**config.mk**
```make
export PLATFORM = sky130hd
export DESIGN_NAME = decode_top
export DESIGN_NICKNAME = d
export VERILOG_FILES = /design/src/decode_pkg.sv /design/src/prefix_decode.sv /design/src/opcode_decode.sv /design/src/modrm_decode.sv /design/src/operand_extract.sv /design/src/eip_unit.sv /design/src/decode_top.sv
export SDC_FILE = /design/constraint.sdc
export NUM_CORES = 1
export LEC_CHECK = 0
export BUFFER_PORTS_ARGS = -buffer_cell sky130_fd_sc_hd__buf_2
export CORE_UTILIZATION = 45
export DETAILED_ROUTE_END_ITERATION = 7
export PLACE_DENSITY_LB_ADDON = 0.15
export SYNTH_ARGS = -nofsm -noshare
export SYNTH_HDL_FRONTEND = slang
export SYNTH_SLANG_ARGS = --single-unit
```
**constraint.sdc**
```tcl
create_clock -name clk -period 34.5 [get_ports clk]
set_input_delay 5.175 -clock clk [delete_from_list [all_inputs] [get_ports clk]]
set_output_delay 5.175 -clock clk [all_outputs]
set_load 0.01 [all_outputs]
```
**src/decode_pkg.sv**
```systemverilog
package decode_pkg;

    ////////////////////
    // widths
    ////////////////////

    // one instruction byte
    typedef logic [7:0]   byte_t;
    // fetch window, byte 0 sits in the top bits
    typedef logic [127:0] packet_t;
    typedef logic [31:0]  eip_t;
    // instruction length in bytes
    typedef logic [7:0]   length_t;
    typedef logic [31:0]  disp_t;
    // wide enough for a far pointer
    typedef logic [47:0]  imm_t;
    typedef logic [2:0]   reg_idx_t;
    typedef logic [2:0]   seg_idx_t;

    // segment numbers
    localparam seg_idx_t seg_es = 3'd0;
    localparam seg_idx_t seg_cs = 3'd1;
    localparam seg_idx_t seg_ss = 3'd2;
    localparam seg_idx_t seg_ds = 3'd3;
    localparam seg_idx_t seg_fs = 3'd4;
    localparam seg_idx_t seg_gs = 3'd5;

    // immediate size codes
    typedef logic [1:0] imm_sz_t;
    localparam imm_sz_t imm_none = 2'd0;
    localparam imm_sz_t imm_8    = 2'd1;
    // 4 bytes, 2 under the 66 prefix
    localparam imm_sz_t imm_full = 2'd2;
    // offset plus selector, 6 bytes or 4 under 66
    localparam imm_sz_t imm_ptr  = 2'd3;

    ////////////////////
    // structs
    ////////////////////

    typedef struct packed {
        logic       rep;
        logic       opsize_ovr;
        logic       seg_ovr;
        seg_idx_t   seg;
        logic [1:0] count;
    } prefix_info_t;

    typedef struct packed {
        logic    known;
        logic    is_double;
        logic    has_modrm;
        imm_sz_t imm_sz;
        logic    is_br;
    } opcode_info_t;

    typedef struct packed {
        reg_idx_t   r1;
        reg_idx_t   r2;
        reg_idx_t   r3;
        logic       use_r2;
        logic       use_r3;
        logic [1:0] scale;
        // displacement bytes, 0 1 or 4
        logic [2:0] disp_sz;
        // modrm + sib + displacement bytes
        logic [2:0] modrm_len;
    } modrm_info_t;

    typedef struct packed {
        logic is_init;
        eip_t init_eip;
        logic is_resteer;
        eip_t wb_eip;
        logic bp_taken;
        eip_t bp_eip;
    } redirect_t;

    typedef struct packed {
        logic       valid;
        logic       known;
        logic       rep;
        logic       opsize_ovr;
        seg_idx_t   seg;
        reg_idx_t   r1;
        reg_idx_t   r2;
        reg_idx_t   r3;
        logic       use_r2;
        logic       use_r3;
        logic [1:0] scale;
        logic       is_br;
        disp_t      disp;
        imm_t       imm;
    } decode_out_t;

    ////////////////////
    // helpers
    ////////////////////

    // byte at window position idx, zero past the end
    function automatic byte_t get_byte(packet_t pkt, int idx);
        if (idx < 16) begin
            return pkt[127 - 8*idx -: 8];
        end
        return '0;
    endfunction

    // immediate bytes for a size code
    function automatic logic [2:0] imm_bytes(imm_sz_t sz, logic opsize_ovr);
        case (sz)
            imm_8:    return 3'd1;
            imm_full: return opsize_ovr ? 3'd2 : 3'd4;
            imm_ptr:  return opsize_ovr ? 3'd4 : 3'd6;
            default:  return 3'd0;
        endcase
    endfunction

endpackage

```
**src/prefix_decode.sv**
```systemverilog
`timescale 1ns/1ps

module prefix_decode
    import decode_pkg::*;
#(
    parameter int max_prefixes = 3
) (
    input  packet_t      packet,
    output prefix_info_t prefix
);

    ////////////////////
    // prefix scan
    ////////////////////

    // walks the leading bytes in order
    // the first non-prefix byte ends the scan
    always_comb begin
        byte_t b;
        logic  scanning;
        logic  hit;
        prefix      = '0;
        prefix.seg  = seg_ds;
        scanning    = 1'b1;
        for (int i = 0; i < max_prefixes; i++) begin
            b   = get_byte(packet, i);
            hit = 1'b1;
            if (scanning) begin
                case (b)
                    // rep
                    8'hF3: prefix.rep = 1'b1;
                    // operand size
                    8'h66: prefix.opsize_ovr = 1'b1;
                    // segment overrides, last one wins
                    8'h26: prefix.seg = seg_es;
                    8'h2E: prefix.seg = seg_cs;
                    8'h36: prefix.seg = seg_ss;
                    8'h3E: prefix.seg = seg_ds;
                    8'h64: prefix.seg = seg_fs;
                    8'h65: prefix.seg = seg_gs;
                    default: hit = 1'b0;
                endcase
                // note any segment prefix
                if (hit && b != 8'hF3 && b != 8'h66) begin
                    prefix.seg_ovr = 1'b1;
                end
                if (hit) begin
                    prefix.count = prefix.count + 2'd1;
                end else begin
                    // opcode reached
                    scanning = 1'b0;
                end
            end
        end
    end

endmodule

```
**src/opcode_decode.sv**
```systemverilog
`timescale 1ns/1ps

module opcode_decode
    import decode_pkg::*;
(
    input  packet_t      packet,
    input  prefix_info_t prefix,
    output opcode_info_t opcode
);

    // opcode sits right after the prefixes
    byte_t op_byte;
    // second byte, only meaningful after 0F
    byte_t op_byte2;

    assign op_byte  = get_byte(packet, int'(prefix.count));
    assign op_byte2 = get_byte(packet, int'(prefix.count) + 1);

    ////////////////////
    // opcode table
    ////////////////////

    always_comb begin
        // unsupported codes leave everything low
        opcode = '0;
        case (op_byte)
            // nop
            8'h90: begin
                opcode.known = 1'b1;
            end
            // add r/m, r
            8'h01: begin
                opcode.known     = 1'b1;
                opcode.has_modrm = 1'b1;
            end
            // add eax, imm
            8'h05: begin
                opcode.known  = 1'b1;
                opcode.imm_sz = imm_full;
            end
            // add r/m, imm
            8'h81: begin
                opcode.known     = 1'b1;
                opcode.has_modrm = 1'b1;
                opcode.imm_sz    = imm_full;
            end
            // add r/m, imm8
            8'h83: begin
                opcode.known     = 1'b1;
                opcode.has_modrm = 1'b1;
                opcode.imm_sz    = imm_8;
            end
            // call rel
            8'hE8: begin
                opcode.known  = 1'b1;
                opcode.imm_sz = imm_full;
                opcode.is_br  = 1'b1;
            end
            // jmp rel8
            8'hEB: begin
                opcode.known  = 1'b1;
                opcode.imm_sz = imm_8;
                opcode.is_br  = 1'b1;
            end
            // jmp far ptr
            8'hEA: begin
                opcode.known  = 1'b1;
                opcode.imm_sz = imm_ptr;
                opcode.is_br  = 1'b1;
            end
            // two byte escape, only imul r, r/m
            8'h0F: begin
                if (op_byte2 == 8'hAF) begin
                    opcode.known     = 1'b1;
                    opcode.is_double = 1'b1;
                    opcode.has_modrm = 1'b1;
                end
            end
            default: begin
                opcode = '0;
            end
        endcase
    end

endmodule

```
**src/modrm_decode.sv**
```systemverilog
`timescale 1ns/1ps

module modrm_decode
    import decode_pkg::*;
(
    input  packet_t      packet,
    input  prefix_info_t prefix,
    input  opcode_info_t opcode,
    output modrm_info_t  modrm,
    output length_t      length
);

    // modrm follows the one or two opcode bytes
    logic [3:0] modrm_pos;
    byte_t      modrm_byte;
    byte_t      sib_byte;
    logic [2:0] imm_len;

    assign modrm_pos  = 4'(prefix.count) + (opcode.is_double ? 4'd2 : 4'd1);
    assign modrm_byte = get_byte(packet, int'(modrm_pos));
    assign sib_byte   = get_byte(packet, int'(modrm_pos) + 1);

    ////////////////////
    // modrm and sib
    ////////////////////

    always_comb begin
        logic [1:0] mode;
        reg_idx_t   rm;
        reg_idx_t   base;
        reg_idx_t   index;
        logic       has_sib;
        mode    = modrm_byte[7:6];
        rm      = modrm_byte[2:0];
        base    = sib_byte[2:0];
        index   = sib_byte[5:3];
        has_sib = 1'b0;
        modrm   = '0;
        if (opcode.has_modrm) begin
            // reg field always names r1
            modrm.r1 = modrm_byte[5:3];
            if (mode == 2'b11) begin
                // register direct
                modrm.r2     = rm;
                modrm.use_r2 = 1'b1;
            end else if (rm == 3'b100) begin
                has_sib     = 1'b1;
                modrm.scale = sib_byte[7:6];
                // base 101 under mod 00 means disp32, no base
                if (!(base == 3'b101 && mode == 2'b00)) begin
                    modrm.r2     = base;
                    modrm.use_r2 = 1'b1;
                end else begin
                    modrm.disp_sz = 3'd4;
                end
                // index 100 means no index
                if (index != 3'b100) begin
                    modrm.r3     = index;
                    modrm.use_r3 = 1'b1;
                end
            end else if (mode == 2'b00 && rm == 3'b101) begin
                // absolute disp32
                modrm.disp_sz = 3'd4;
            end else begin
                modrm.r2     = rm;
                modrm.use_r2 = 1'b1;
            end
            // disp size from mod
            if (mode == 2'b01) begin
                modrm.disp_sz = 3'd1;
            end else if (mode == 2'b10) begin
                modrm.disp_sz = 3'd4;
            end
            modrm.modrm_len = 3'd1 + 3'(has_sib) + modrm.disp_sz;
        end
    end

    ////////////////////
    // length
    ////////////////////

    assign imm_len = imm_bytes(opcode.imm_sz, prefix.opsize_ovr);

    // prefixes + opcode + modrm/sib/disp + immediate
    always_comb begin
        length = '0;
        if (opcode.known) begin
            length = length_t'(prefix.count)
                   + (opcode.is_double ? length_t'(2) : length_t'(1))
                   + length_t'(modrm.modrm_len)
                   + length_t'(imm_len);
        end
    end

endmodule

```
**src/operand_extract.sv**
```systemverilog
`timescale 1ns/1ps

module operand_extract
    import decode_pkg::*;
(
    input  packet_t      packet,
    input  prefix_info_t prefix,
    input  opcode_info_t opcode,
    input  modrm_info_t  modrm,
    output disp_t        disp,
    output imm_t         imm
);

    // little endian read of nbytes at pos
    // sign bit taken from the last byte read
    function automatic imm_t read_le(packet_t pkt, int pos, int nbytes);
        imm_t  val;
        byte_t b;
        logic  sign;
        val  = '0;
        sign = 1'b0;
        for (int k = 0; k < 6; k++) begin
            if (k < nbytes) begin
                b            = get_byte(pkt, pos + k);
                val[8*k +: 8] = b;
                sign         = b[7];
            end else begin
                val[8*k +: 8] = {8{sign}};
            end
        end
        return val;
    endfunction

    ////////////////////
    // field positions
    ////////////////////

    logic [4:0] disp_pos;
    logic [4:0] imm_pos;
    logic [2:0] imm_len;
    imm_t       disp_wide;

    // skip prefixes, opcode bytes, modrm and sib
    // modrm_len minus disp_sz leaves just the modrm/sib bytes
    assign disp_pos = 5'(prefix.count)
                    + (opcode.is_double ? 5'd2 : 5'd1)
                    + 5'(modrm.modrm_len - modrm.disp_sz);

    // immediate comes after the displacement
    assign imm_pos = disp_pos + 5'(modrm.disp_sz);
    assign imm_len = imm_bytes(opcode.imm_sz, prefix.opsize_ovr);

    ////////////////////
    // extraction
    ////////////////////

    // zero sizes give zero values
    assign disp_wide = read_le(packet, int'(disp_pos), int'(modrm.disp_sz));
    assign disp      = disp_wide[31:0];
    assign imm       = read_le(packet, int'(imm_pos), int'(imm_len));

endmodule

```
**src/eip_unit.sv**
```systemverilog
`timescale 1ns/1ps

module eip_unit
    import decode_pkg::*;
#(
    parameter eip_t reset_eip = 32'h0000_0000
) (
    input  logic      clk,
    input  logic      reset,
    input  logic      valid,
    input  logic      known,
    input  length_t   length,
    input  redirect_t redirect,
    input  logic      queue_full,
    output eip_t      eip_out,
    output eip_t      latched_eip,
    output logic      stall
);

    logic    is_redirect;
    eip_t    redirect_eip;
    length_t counted_length;
    logic    load;

    ////////////////////
    // redirect select
    ////////////////////

    assign is_redirect = redirect.is_init | redirect.is_resteer | redirect.bp_taken;

    // init over resteer over predicted taken
    always_comb begin
        if (redirect.is_init) begin
            redirect_eip = redirect.init_eip;
        end else if (redirect.is_resteer) begin
            redirect_eip = redirect.wb_eip;
        end else begin
            redirect_eip = redirect.bp_eip;
        end
    end

    ////////////////////
    // advance and stall
    ////////////////////

    // only a valid, known instruction moves eip
    assign counted_length = (valid & known) ? length : '0;
    assign eip_out        = latched_eip + eip_t'(counted_length);

    // back-pressure from the downstream queue
    assign stall = valid & queue_full;
    // redirects load even while stalled
    assign load  = is_redirect | (valid & ~stall);

    always_ff @(posedge clk) begin
        if (reset) begin
            latched_eip <= reset_eip;
        end else if (load) begin
            latched_eip <= is_redirect ? redirect_eip : eip_out;
        end
    end

endmodule

```
**src/decode_top.sv**
```systemverilog
`timescale 1ns/1ps

module decode_top
    import decode_pkg::*;
#(
    parameter int   max_prefixes = 3,
    parameter eip_t reset_eip    = 32'h0000_0000
) (
    input  logic        clk,
    input  logic        reset,
    input  packet_t     packet,
    input  logic        valid,
    input  redirect_t   redirect,
    input  logic        queue_full,
    output decode_out_t decoded,
    output length_t     d_length,
    output eip_t        eip_out,
    output eip_t        latched_eip,
    output logic        stall
);

    prefix_info_t prefix_info;
    opcode_info_t opcode_info;
    modrm_info_t  modrm_info;
    disp_t        disp;
    imm_t         imm;

    ////////////////////
    // decoders
    ////////////////////

    prefix_decode #(
        .max_prefixes (max_prefixes)
    ) prefix_decode_i (
        .packet (packet),
        .prefix (prefix_info)
    );

    opcode_decode opcode_decode_i (
        .packet (packet),
        .prefix (prefix_info),
        .opcode (opcode_info)
    );

    // also produces the instruction length
    modrm_decode modrm_decode_i (
        .packet (packet),
        .prefix (prefix_info),
        .opcode (opcode_info),
        .modrm  (modrm_info),
        .length (d_length)
    );

    operand_extract operand_extract_i (
        .packet (packet),
        .prefix (prefix_info),
        .opcode (opcode_info),
        .modrm  (modrm_info),
        .disp   (disp),
        .imm    (imm)
    );

    ////////////////////
    // eip
    ////////////////////

    eip_unit #(
        .reset_eip (reset_eip)
    ) eip_unit_i (
        .clk         (clk),
        .reset       (reset),
        .valid       (valid),
        .known       (opcode_info.known),
        .length      (d_length),
        .redirect    (redirect),
        .queue_full  (queue_full),
        .eip_out     (eip_out),
        .latched_eip (latched_eip),
        .stall       (stall)
    );

    // decoded bundle
    always_comb begin
        decoded            = '0;
        decoded.valid      = valid;
        decoded.known      = opcode_info.known;
        decoded.rep        = prefix_info.rep;
        decoded.opsize_ovr = prefix_info.opsize_ovr;
        decoded.seg        = prefix_info.seg;
        decoded.r1         = modrm_info.r1;
        decoded.r2         = modrm_info.r2;
        decoded.r3         = modrm_info.r3;
        decoded.use_r2     = modrm_info.use_r2;
        decoded.use_r3     = modrm_info.use_r3;
        decoded.scale      = modrm_info.scale;
        decoded.is_br      = opcode_info.is_br;
        decoded.disp       = disp;
        decoded.imm        = imm;
    end

endmodule

```
# ---- Word-level counts from Yosys, hierarchy flattened
# Index checks and enable logic that the tools add are counted.
dict set report word_totals {
  elab_cells 278
  reg_bits 32
  inputBits 231
  out_inout_bits 174
}
dict set report op_classes {
  bitwise_logic 7
  reduce_logical 17
  magnitude_cmp 22
  addsub 37
  shift 14
  mux 130
  eq_ne 50
}
# operator n
set ops {}
lappend ops {{135-bit by 32-bit indexed part select with 8-bit output} 14}
lappend ops {{32-bit by 6-bit less-than comparator with 1-bit output, second input constant} 10}
lappend ops {{8-bit by 32-bit subtractor with 32-bit output, first input constant} 10}
lappend ops {{8-bit two-way mux} 38}
lappend ops {{8-bit by 6-bit equality test with 1-bit output, second input constant} 12}
lappend ops {{32-bit two-way mux} 3}
lappend ops {{8-bit equality test, second input constant} 10}
lappend ops {{8-bit by 7-bit equality test with 1-bit output, second input constant} 9}
lappend ops {{1-bit two-way mux} 58}
lappend ops {{3-bit two-way mux} 16}
lappend ops {{3-bit case mux with 6 select lines} 2}
lappend ops {{32-bit by 8-bit adder with 32-bit output} 1}
lappend ops {{8-bit OR reduction} 4}
lappend ops {{5-bit by 2-bit adder with 6-bit output, second input constant} 4}
lappend ops {{8-bit by 7-bit != test with 1-bit output, second input constant} 3}
lappend ops {{8-bit != test, second input constant} 3}
lappend ops {{19-bit two-way mux} 1}
lappend ops {{7-bit by 8-bit subtractor with 9-bit output, first input constant} 2}
lappend ops {{8-bit by 3-bit adder with 8-bit output} 2}
lappend ops {{3-bit case mux with 5 select lines} 1}
lappend ops {{5-bit by 1-bit adder with 6-bit output, second input constant} 2}
lappend ops {{5-bit by 3-bit adder with 6-bit output, second input constant} 2}
lappend ops {{1-bit by 3-bit less-than comparator with 1-bit output, first input constant} 4}
lappend ops {{2-bit by 3-bit less-than comparator with 1-bit output, first input constant} 4}
lappend ops {{35 further kinds} 62}

# ---- Longest topological paths before layout
# Gate-level depths: netlist of run 1.
dict set report depth {
  ltp_word 50
  mapped_depth 53
  ltp_nobuf 46
}

# ---- Modules after synthesis
# Synthesis of run 1 repeated with hierarchy kept, for this count alone.
dict set report unflattened {
  hier_cells 1790
  hier_area_um2 17360.4
}
# module seq_area_each_um2 cells_each n_inst area_per_inst_um2
set by_module_without_submodules {}
lappend by_module_without_submodules {operand_extract 0.0 973 1 10715.3}
lappend by_module_without_submodules {eip_unit 640.6 438 1 3206.8}
lappend by_module_without_submodules {modrm_decode 0.0 243 1 2314.7}
lappend by_module_without_submodules {opcode_decode 0.0 65 1 640.6}
lappend by_module_without_submodules {prefix_decode 0.0 70 1 475.5}
lappend by_module_without_submodules {decode_top 0.0 1 1 7.5}

# ---- Worst setup path after synthesis of run 1
# OpenSTA, ideal clock, no wires.
dict set report synth_path {
  path_type {input-to-output}
  startpoint {input port packet[121]}
  endpoint {output port decoded[37] (netlist bit)}
  cell_stages 46
  arrival_time_ns 17.954
  path_slack_ns 11.371
  required_time_ns 29.325
  n_path_buf 14
  path_cell_list {buf_4 > nor3b_1 > a221oi_2 > nor2_2 > ha_1 > nand4b_1 > nor4_1 > nor3_1 > o32a_1 > or4_1 > ha_1 > clkbuf_1 > clkbuf_1 > buf_1 > mux4_2 > mux2i_1 > nand2b_1 > a21oi_1 > [... 10 more ...] > nor3_1 > ha_1 > xor2_1 > clkbuf_1 > clkbuf_1 > clkbuf_1 > ha_1 > clkbuf_1 > buf_1 > nand4_1 > ha_1 > nor2b_1 > nand4_2 > a2111oi_2 > o22ai_1 > a21oi_2 > buf_6 > a21o_1}
}
# item line_no
set synth_lines {}
lappend synth_lines {{start, declared} decode_top.sv:11} ;# input packet_t packet,
lappend synth_lines {{end, declared} decode_top.sv:15} ;# output decode_out_t decoded,

==> parameters.txt, run 1 <==
Parameter                              Value

STA
  TNS Setup    0 ps
  Final Hold Vio Count    0
  Fmax achieved    around 39 MHz
  Final period utilization    between 70% and 80%
  Transition time of the tightest slew-check pin    between 1000 and 1500 ps
  Final Max Slew Viols    0
  Worst-case headroom to the max-slew limit    5.18%
  Setup clock skew after layout    around 9.4 ps
  Final critical delay including setup and external delays    25960 ps
  RSZ-0062 raised after global routing    false
  Number of endpoints failing setup at the final stage    0

Routing
  Avg Vias per Cell    approximately 7.4
  DRT Pass-1 Iters    6
  Count of antenna-violating nets left after detailed routing    0
  WL final    roughly 84000 um
  Vias after detailed routing    just under 20000
  Drt wl/cell    around 32 um
  Remaining design rule violation count    0
  Initial DRC Count    3195

Synthesis
  Synthesized-area fraction occupied by ao, oa, aoi and oai cells    roughly 16%
  Mux share of post-synthesis cell area    between 40% and 50%
  Post-synth ARST share    0%
  Biggest area contributors in the synthesized netlist    sky130_fd_sc_hd__mux4_2 36%, sky130_fd_sc_hd__nand2_1 6.8%, sky130_fd_sc_hd__mux2i_1 6.0%
  Most area-hungry cell type in the Yosys netlist    sky130_fd_sc_hd__mux4_2
  Adder and majority gate portion of the synthesized area    around 5%
  Number of distinct library cells after synthesis    105
  Top flip-flop cell by instance count after synthesis    sky130_fd_sc_hd__dfxtp_1
  Area of the mapped netlist    0.0168 mm2
  Number of instances in the synthesized netlist    1958
  Post-synthesis share of cell area spent on and, or, nand and nor gates    between 20% and 30%
  Most frequent cell after synthesis    sky130_fd_sc_hd__nand2_1
  Synth cell count leaders    304 x sky130_fd_sc_hd__nand2_1, 265 x sky130_fd_sc_hd__mux4_2, 169 x sky130_fd_sc_hd__clkbuf_1, 111 x sky130_fd_sc_hd__nor2_1, 100 x sky130_fd_sc_hd__mux2i_1
  Synthesis-stage register bit count    32
  Xor-xnor portion of the synthesized cell area    under 10%
  Mean area per synthesized cell    about 8.6 um2
  Number of enable flip-flop cells after synthesis    0
  Area fraction of the dominant cell type after synthesis    a little over a third
  Main combinational cell family by area after synthesis    multiplexers
  Share of the yosys chip area belonging to registers    under 10%
  Yosys warnings    0

Pwr
  Ratio of total power to cell area    approximately 16 mW/mm2
  Switching Fraction    ~47%
  Net Switching    about 140 uW
  Leak Pwr    0.00807 uW
  Internal Pwr Total    ~160 uW
  Worst vdd ir    0.0195 mV
  Logic gate share of total power    between 60% and 70%
  Part of the total power dissipated in sequential elements    approximately 15%
  Portion of total power attributed to the clock network    around 17%

Clocking
  Maximum number of buffers from clock root to sink    2
  Max H-tree Level    2
  Clk Tree Root Cell    sky130_fd_sc_hd__clkbuf_16
  TritonCTS buffer count    5
  Worst-skew pair later-pin latency    ~300 ps
  TritonCTS clock tree    done
  Count of buffers added by post-CTS timing repair for setup    0
  CTS clk-pin slew, worst paths    about 60 ps
  Post-cts sizing count    0
  Clk sinks    32
  CTS hold repair buffers    0

GRT
  Sum of overflow across all layers after global routing    0
  First-pass GRT wire length    124000 um
  Overall routing resource usage    a little over two fifths
  Largest net degree at the start of global routing    67
  Vias in the first global route    approximately 19000
  Number of antenna violations at the first check in global routing    4

Cells and area
  Filler cell count in the final layout    3540
  Post-route insts no fill    roughly 2700
  Layout Area Growth over Synthesis    13.3%
  Layout cells sized above 1    around 36%
  Most flop-heavy register    eip_unit_i.latched_eip
  Flip-flop count of the largest register after layout    32
  Footprint of the multi-input gates    0.0152 mm2
  Sequential cell area    roughly 640 um2
  Registers with the highest flip-flop counts    eip_unit_i.latched_eip (32)
  Nets    ~2500

Setup path
  Top delay family on crit path    simple AND/OR/NAND/NOR gates
  CP endpoint kind    output port
  Critical path type    input port to output port
  Most frequent cell on the critical path    sky130_fd_sc_hd__ha_1
  Crit-path max cell delay    1230 ps
  Worst path slowest cell    sky130_fd_sc_hd__fa_2
  WP data required    between 20000 and 30000 ps
  Arrival time at the worst endpoint    about 21000 ps
  CP startpoint kind    input port
  Largest fanout of any net on the critical path    between 50 and 60
  WP buf/inv    10

Floorplan
  X dimension of the die    195 um
  Overall die area    around 0.038 mm2
  Vertical extent of the die    195 um
  I/O pin cnt    between 400 and 500
  Starting density of the core    approximately 46%
  Number of rows created at floorplan    70
  Placeable core area    around 0.037 mm2

Placement
  Count of port buffers added during placement    around 400
  Placed cell count    approximately 2600
  Final weighted congestion of routability-driven global placement    1.05
  Sum of net half-perimeters after detailed placement    ~64000 um

Flow run
  Number of max-cap violations    0

Worst hold path
  Hold Path Class    flip-flop to flip-flop

Outcome
  Result of the run    finished, final reports clean
-- final timing paths --
check / startpoint / endpoint / slack, ps / cells after the start
worst min-delay path: eip_unit_i.latched_eip[30] / eip_unit_i.latched_eip[30] / 510 / 2
worst max register to register: eip_unit_i.latched_eip[0] / eip_unit_i.latched_eip[30] / 29920 / 18
worst max-delay path: packet[113] / decoded[20] / 8540 / 49
worst min register to register: eip_unit_i.latched_eip[30] / eip_unit_i.latched_eip[30] / 510 / 2
-- area by class of cell --
class                      count  share of cell area, %
antenna                        2                 0.0263
clock buffer                   5                  0.657
clock inverter                 3                  0.223
inverter                      49                  0.979
multi-input combinational   1660                   79.6
sequential                    32                   3.36
tap                          468                   3.08
timing repair buffer         440                   12.1
-- cell usage in the layout (no fill, tap or decap), types with 6 or more instances in the layout --
cell	count
sky130_fd_sc_hd__and3_1	42
sky130_fd_sc_hd__a22oi_1	35
sky130_fd_sc_hd__o2111ai_1	15
sky130_fd_sc_hd__a31oi_1	6
sky130_fd_sc_hd__mux4_2	265
sky130_fd_sc_hd__or3_1	9
sky130_fd_sc_hd__ha_1	47
sky130_fd_sc_hd__o21ai_0	83
sky130_fd_sc_hd__a211oi_1	31
sky130_fd_sc_hd__nand2b_1	15
sky130_fd_sc_hd__mux2_2	20
sky130_fd_sc_hd__dfxtp_1	32
sky130_fd_sc_hd__a311oi_1	6
sky130_fd_sc_hd__buf_2	401
sky130_fd_sc_hd__nor3_1	44
sky130_fd_sc_hd__mux2i_1	100
sky130_fd_sc_hd__a21o_1	22
sky130_fd_sc_hd__o211ai_1	15
sky130_fd_sc_hd__a21oi_1	94
sky130_fd_sc_hd__or2_2	8
sky130_fd_sc_hd__fa_1	8
sky130_fd_sc_hd__nand2_1	304
sky130_fd_sc_hd__inv_1	43
sky130_fd_sc_hd__nand4_1	18
sky130_fd_sc_hd__xnor2_1	35
sky130_fd_sc_hd__buf_4	39
sky130_fd_sc_hd__nor2_1	111
sky130_fd_sc_hd__o22ai_1	29
sky130_fd_sc_hd__and2_1	12
sky130_fd_sc_hd__nand3_1	94
sky130_fd_sc_hd__or4_1	11
sky130_fd_sc_hd__xor2_1	16
sky130_fd_sc_hd__nor2b_1	19
sky130_fd_sc_hd__a221oi_1	8
-- cell families (layout without fill, tap and decap cells) --
group           count (synthesis)  count (layout)
flops                          32              32
simple gates                  743             743
fa+ha+maj                      60              60
mux                           390             390
compound gates                403             403
buf+inv                       268             497
xor+xnor                       61              61
other cells                     1               5
-- power groups by stage --
stage	Clock, uW	Sequential, uW	Combinational, uW
global placement	0	45.5	197
floorplan	0	45.4	124
global route	55.6	45.4	215
finish	53.2	45.0	207
CTS	53.6	44.8	199
detailed placement	0	45.6	199
-- routing by layer --
metal	global-route usage, %	wire length [um]	up-vias
met3	13.1	11700	381
met4	23.9	6040	2
li1	-	-	8064
met5	0	8	-
met1	56.1	30500	9542
met2	65.2	36300	1763
-- stage by stage --
step | instance area (um2) | setup slack (ps) | utilization (%) | hold slack [ps] | power [uW]
6_report | 19000 | 8540 | 51.9 | 505 | 305
5_1_grt | 19000 | 7790 | 51.9 | 553 | 316
4_1_cts | 19000 | 9120 | 51.9 | 505 | 298
3_5_place_dp | 18900 | 9140 | 51.4 | 496 | 244
3_3_place_gp | 18900 | 9440 | 51.4 | 487 | 243
2_1_floorplan | 16800 | 11370 | - | 511 | 169
-- tightest hold or removal path, cell delays in order, from the launching register on --
cell and delay [ps]:
sky130_fd_sc_hd__dfxtp_1 340, sky130_fd_sc_hd__nand2_1 60, sky130_fd_sc_hd__a21oi_1 50
No activity file was read; power rests on OpenSTA's default activity.
==> run 2: changes to the inputs <==
- clock period: 34.5 -> 23.7 ns (I/O delays scaled with it)
==> run 2 against run 1 <==
  * Flip-flop and latch count is the same
  * Final cell count hardly changed
  * Register-to-register slack got worse by 11000 ps
  * Critical endpoint is now decoded[30]
  * First-iteration DRC count shrank 13%
  * Clock skew decreased by 2.8 ps
  * Core utilization is 0.051 points lower
  * Hold slack improved by 14 ps
==> parameters.txt, run 2 (synthesized netlist as in run 1, its figures left out) <==
Parameter                              Value

STA
  TNS Setup    0 ps
  Setup clock skew after layout    around 6.6 ps
  Final Max Slew Viols    0
  Transition time of the tightest slew-check pin    between 1000 and 1500 ps
  Final Hold Vio Count    0
  Fmax achieved    between 40 and 50 MHz
  Number of endpoints failing setup at the final stage    0
  Final period utilization    approximately 94%
  Final critical delay including setup and external delays    between 20000 and 25000 ps
  RSZ-0062 raised after global routing    false
  Min Hold Slack    around 520 ps
  Worst-case headroom to the max-slew limit    ~17%

Setup path
  CP endpoint kind    output port
  WP data required    20150 ps
  CP startpoint kind    input port
  Crit-path max cell delay    between 1000 and 1500 ps
  Most frequent cell on the critical path    sky130_fd_sc_hd__ha_1
  Largest fanout of any net on the critical path    35
  Worst path slowest cell    sky130_fd_sc_hd__fa_2
  Critical path type    input port to output port
  Arrival time at the worst endpoint    18780 ps

Routing
  WL final    82400 um
  Vias after detailed routing    19700
  Avg Vias per Cell    7.41
  Initial DRC Count    between 2000 and 3000
  DRT Pass-1 Iters    7
  Remaining design rule violation count    0
  Drt wl/cell    between 30 and 40 um
  Count of antenna-violating nets left after detailed routing    0

Clocking
  Maximum number of buffers from clock root to sink    2
  Clk Tree Root Cell    sky130_fd_sc_hd__clkbuf_16
  CTS clk-pin slew, worst paths    approximately 60 ps
  Count of buffers added by post-CTS timing repair for setup    0
  Worst-skew pair later-pin latency    approximately 290 ps
  TritonCTS buffer count    5
  TritonCTS clock tree    done
  Max H-tree Level    2
  Post-cts sizing count    0
  Clk sinks    32
  CTS hold repair buffers    0

GRT
  Sum of overflow across all layers after global routing    0
  Largest net degree at the start of global routing    67
  Overall routing resource usage    between 40% and 50%
  First-pass GRT wire length    121000 um
  Vias in the first global route    around 18000
  Number of antenna violations at the first check in global routing    2

Cells and area
  Most used cells in the layout excluding fill and tap cells    401 x sky130_fd_sc_hd__buf_2, 304 x sky130_fd_sc_hd__nand2_1, 265 x sky130_fd_sc_hd__mux4_2, 111 x sky130_fd_sc_hd__nor2_1, 100 x sky130_fd_sc_hd__mux2i_1
  Filler cell count in the final layout    ~3500
  Layout cells sized above 1    between 30% and 40%
  Most flop-heavy register    eip_unit_i.latched_eip
  Antenna cells    0
  Registers with the highest flip-flop counts    eip_unit_i.latched_eip (32)
  Nets    between 2000 and 2500
  Flip-flop count of the largest register after layout    32
  Layout Area Growth over Synthesis    13.2%
  Footprint of the multi-input gates    between 0.015 and 0.02 mm2
  Sequential cell area    641 um2
  Commonest non-fill, non-tap cell in the layout    sky130_fd_sc_hd__buf_2

Floorplan
  Starting density of the core    between 40% and 50%
  Overall die area    approximately 0.038 mm2
  Number of rows created at floorplan    70
  I/O pin cnt    roughly 400
  Placeable core area    0.0367 mm2
  X dimension of the die    slightly below 200 um
  Vertical extent of the die    a little under 200 um

Pwr
  Ratio of total power to cell area    between 20 and 25 mW/mm2
  Worst vdd ir    ~0.025 mV
  Overall power    441 uW
  Leak Pwr    approximately 0.0081 uW

Worst hold path
  Hold Path Class    flip-flop to flip-flop

Placement
  Sum of net half-perimeters after detailed placement    around 63000 um
  Final weighted congestion of routability-driven global placement    around 1
  Count of port buffers added during placement    401

Outcome
  Result of the run    finished, final reports clean

Flow run
  Number of max-cap violations    0
run 2: cell types whose count changed in the layout (fill, tap and decap cells not counted), sizes merged:
cell   delta
buf       +1
diode     -2
run 2: cell type report:
class                           instances  share of cell area [%]
Multi-Input combinational cell       1660                    79.6
Timing Repair Buffer                  441                    12.1
Sequential cell                        32                    3.37
Tap cell                              468                    3.08
Inverter                               49                   0.980
Clock buffer                            5                   0.658
Clock inverter                          3                   0.224
run 2: layer usage:
metal	wire length, um	vias to the layer above	track usage (%)
li1	-	8067	-
met1	29900	9573	55.3
met2	36100	1727	64.2
met3	11600	330	12.8
met4	4740	2	20.2
met5	13	-	0
run 2: power breakdown:
part           total (uW)  internal [uW]  switching, uW
Sequential           65.4           58.0           7.43
Combinational         299            127            172
Clock                76.5           49.4           27.1
Total                 441            235            207
run 2: critical path, delay by kind of cell:
kind                     cells  cell delay [ps]
adder cells (fa/ha/maj)      9             5380
AND/OR/NAND/NOR             20             4960
AO/OA/AOI/OAI                8             2340
buffers and inverters        5             1360
multiplexers                 2              740
XOR/XNOR                     2              400
run 2: path summary, 6_finish.rpt:
path                                    from                    endpoint  slack, ps  cells after the start
setup / recovery                 packet[113]                 decoded[30]       1370                     46
hold / removal    eip_unit_i.latched_eip[30]  eip_unit_i.latched_eip[30]        520                      2
setup reg to reg   eip_unit_i.latched_eip[0]  eip_unit_i.latched_eip[28]      19300                     17
hold reg to reg   eip_unit_i.latched_eip[30]  eip_unit_i.latched_eip[30]        520                      2
run 2: through the flow:
stage / util [%] / instance area (um2) / instances / worst slack [ps]
2_1_floorplan: - / 16800 / 1960 / 3810
3_3_place_gp: 51.4 / 18900 / 2650 / 2150
3_5_place_dp: 51.4 / 18900 / 2650 / 1800
4_1_cts: 51.8 / 19000 / 2658 / 1780
5_1_grt: 51.8 / 19000 / 2658 / 292
6_report: 51.8 / 19000 / 2658 / 1370
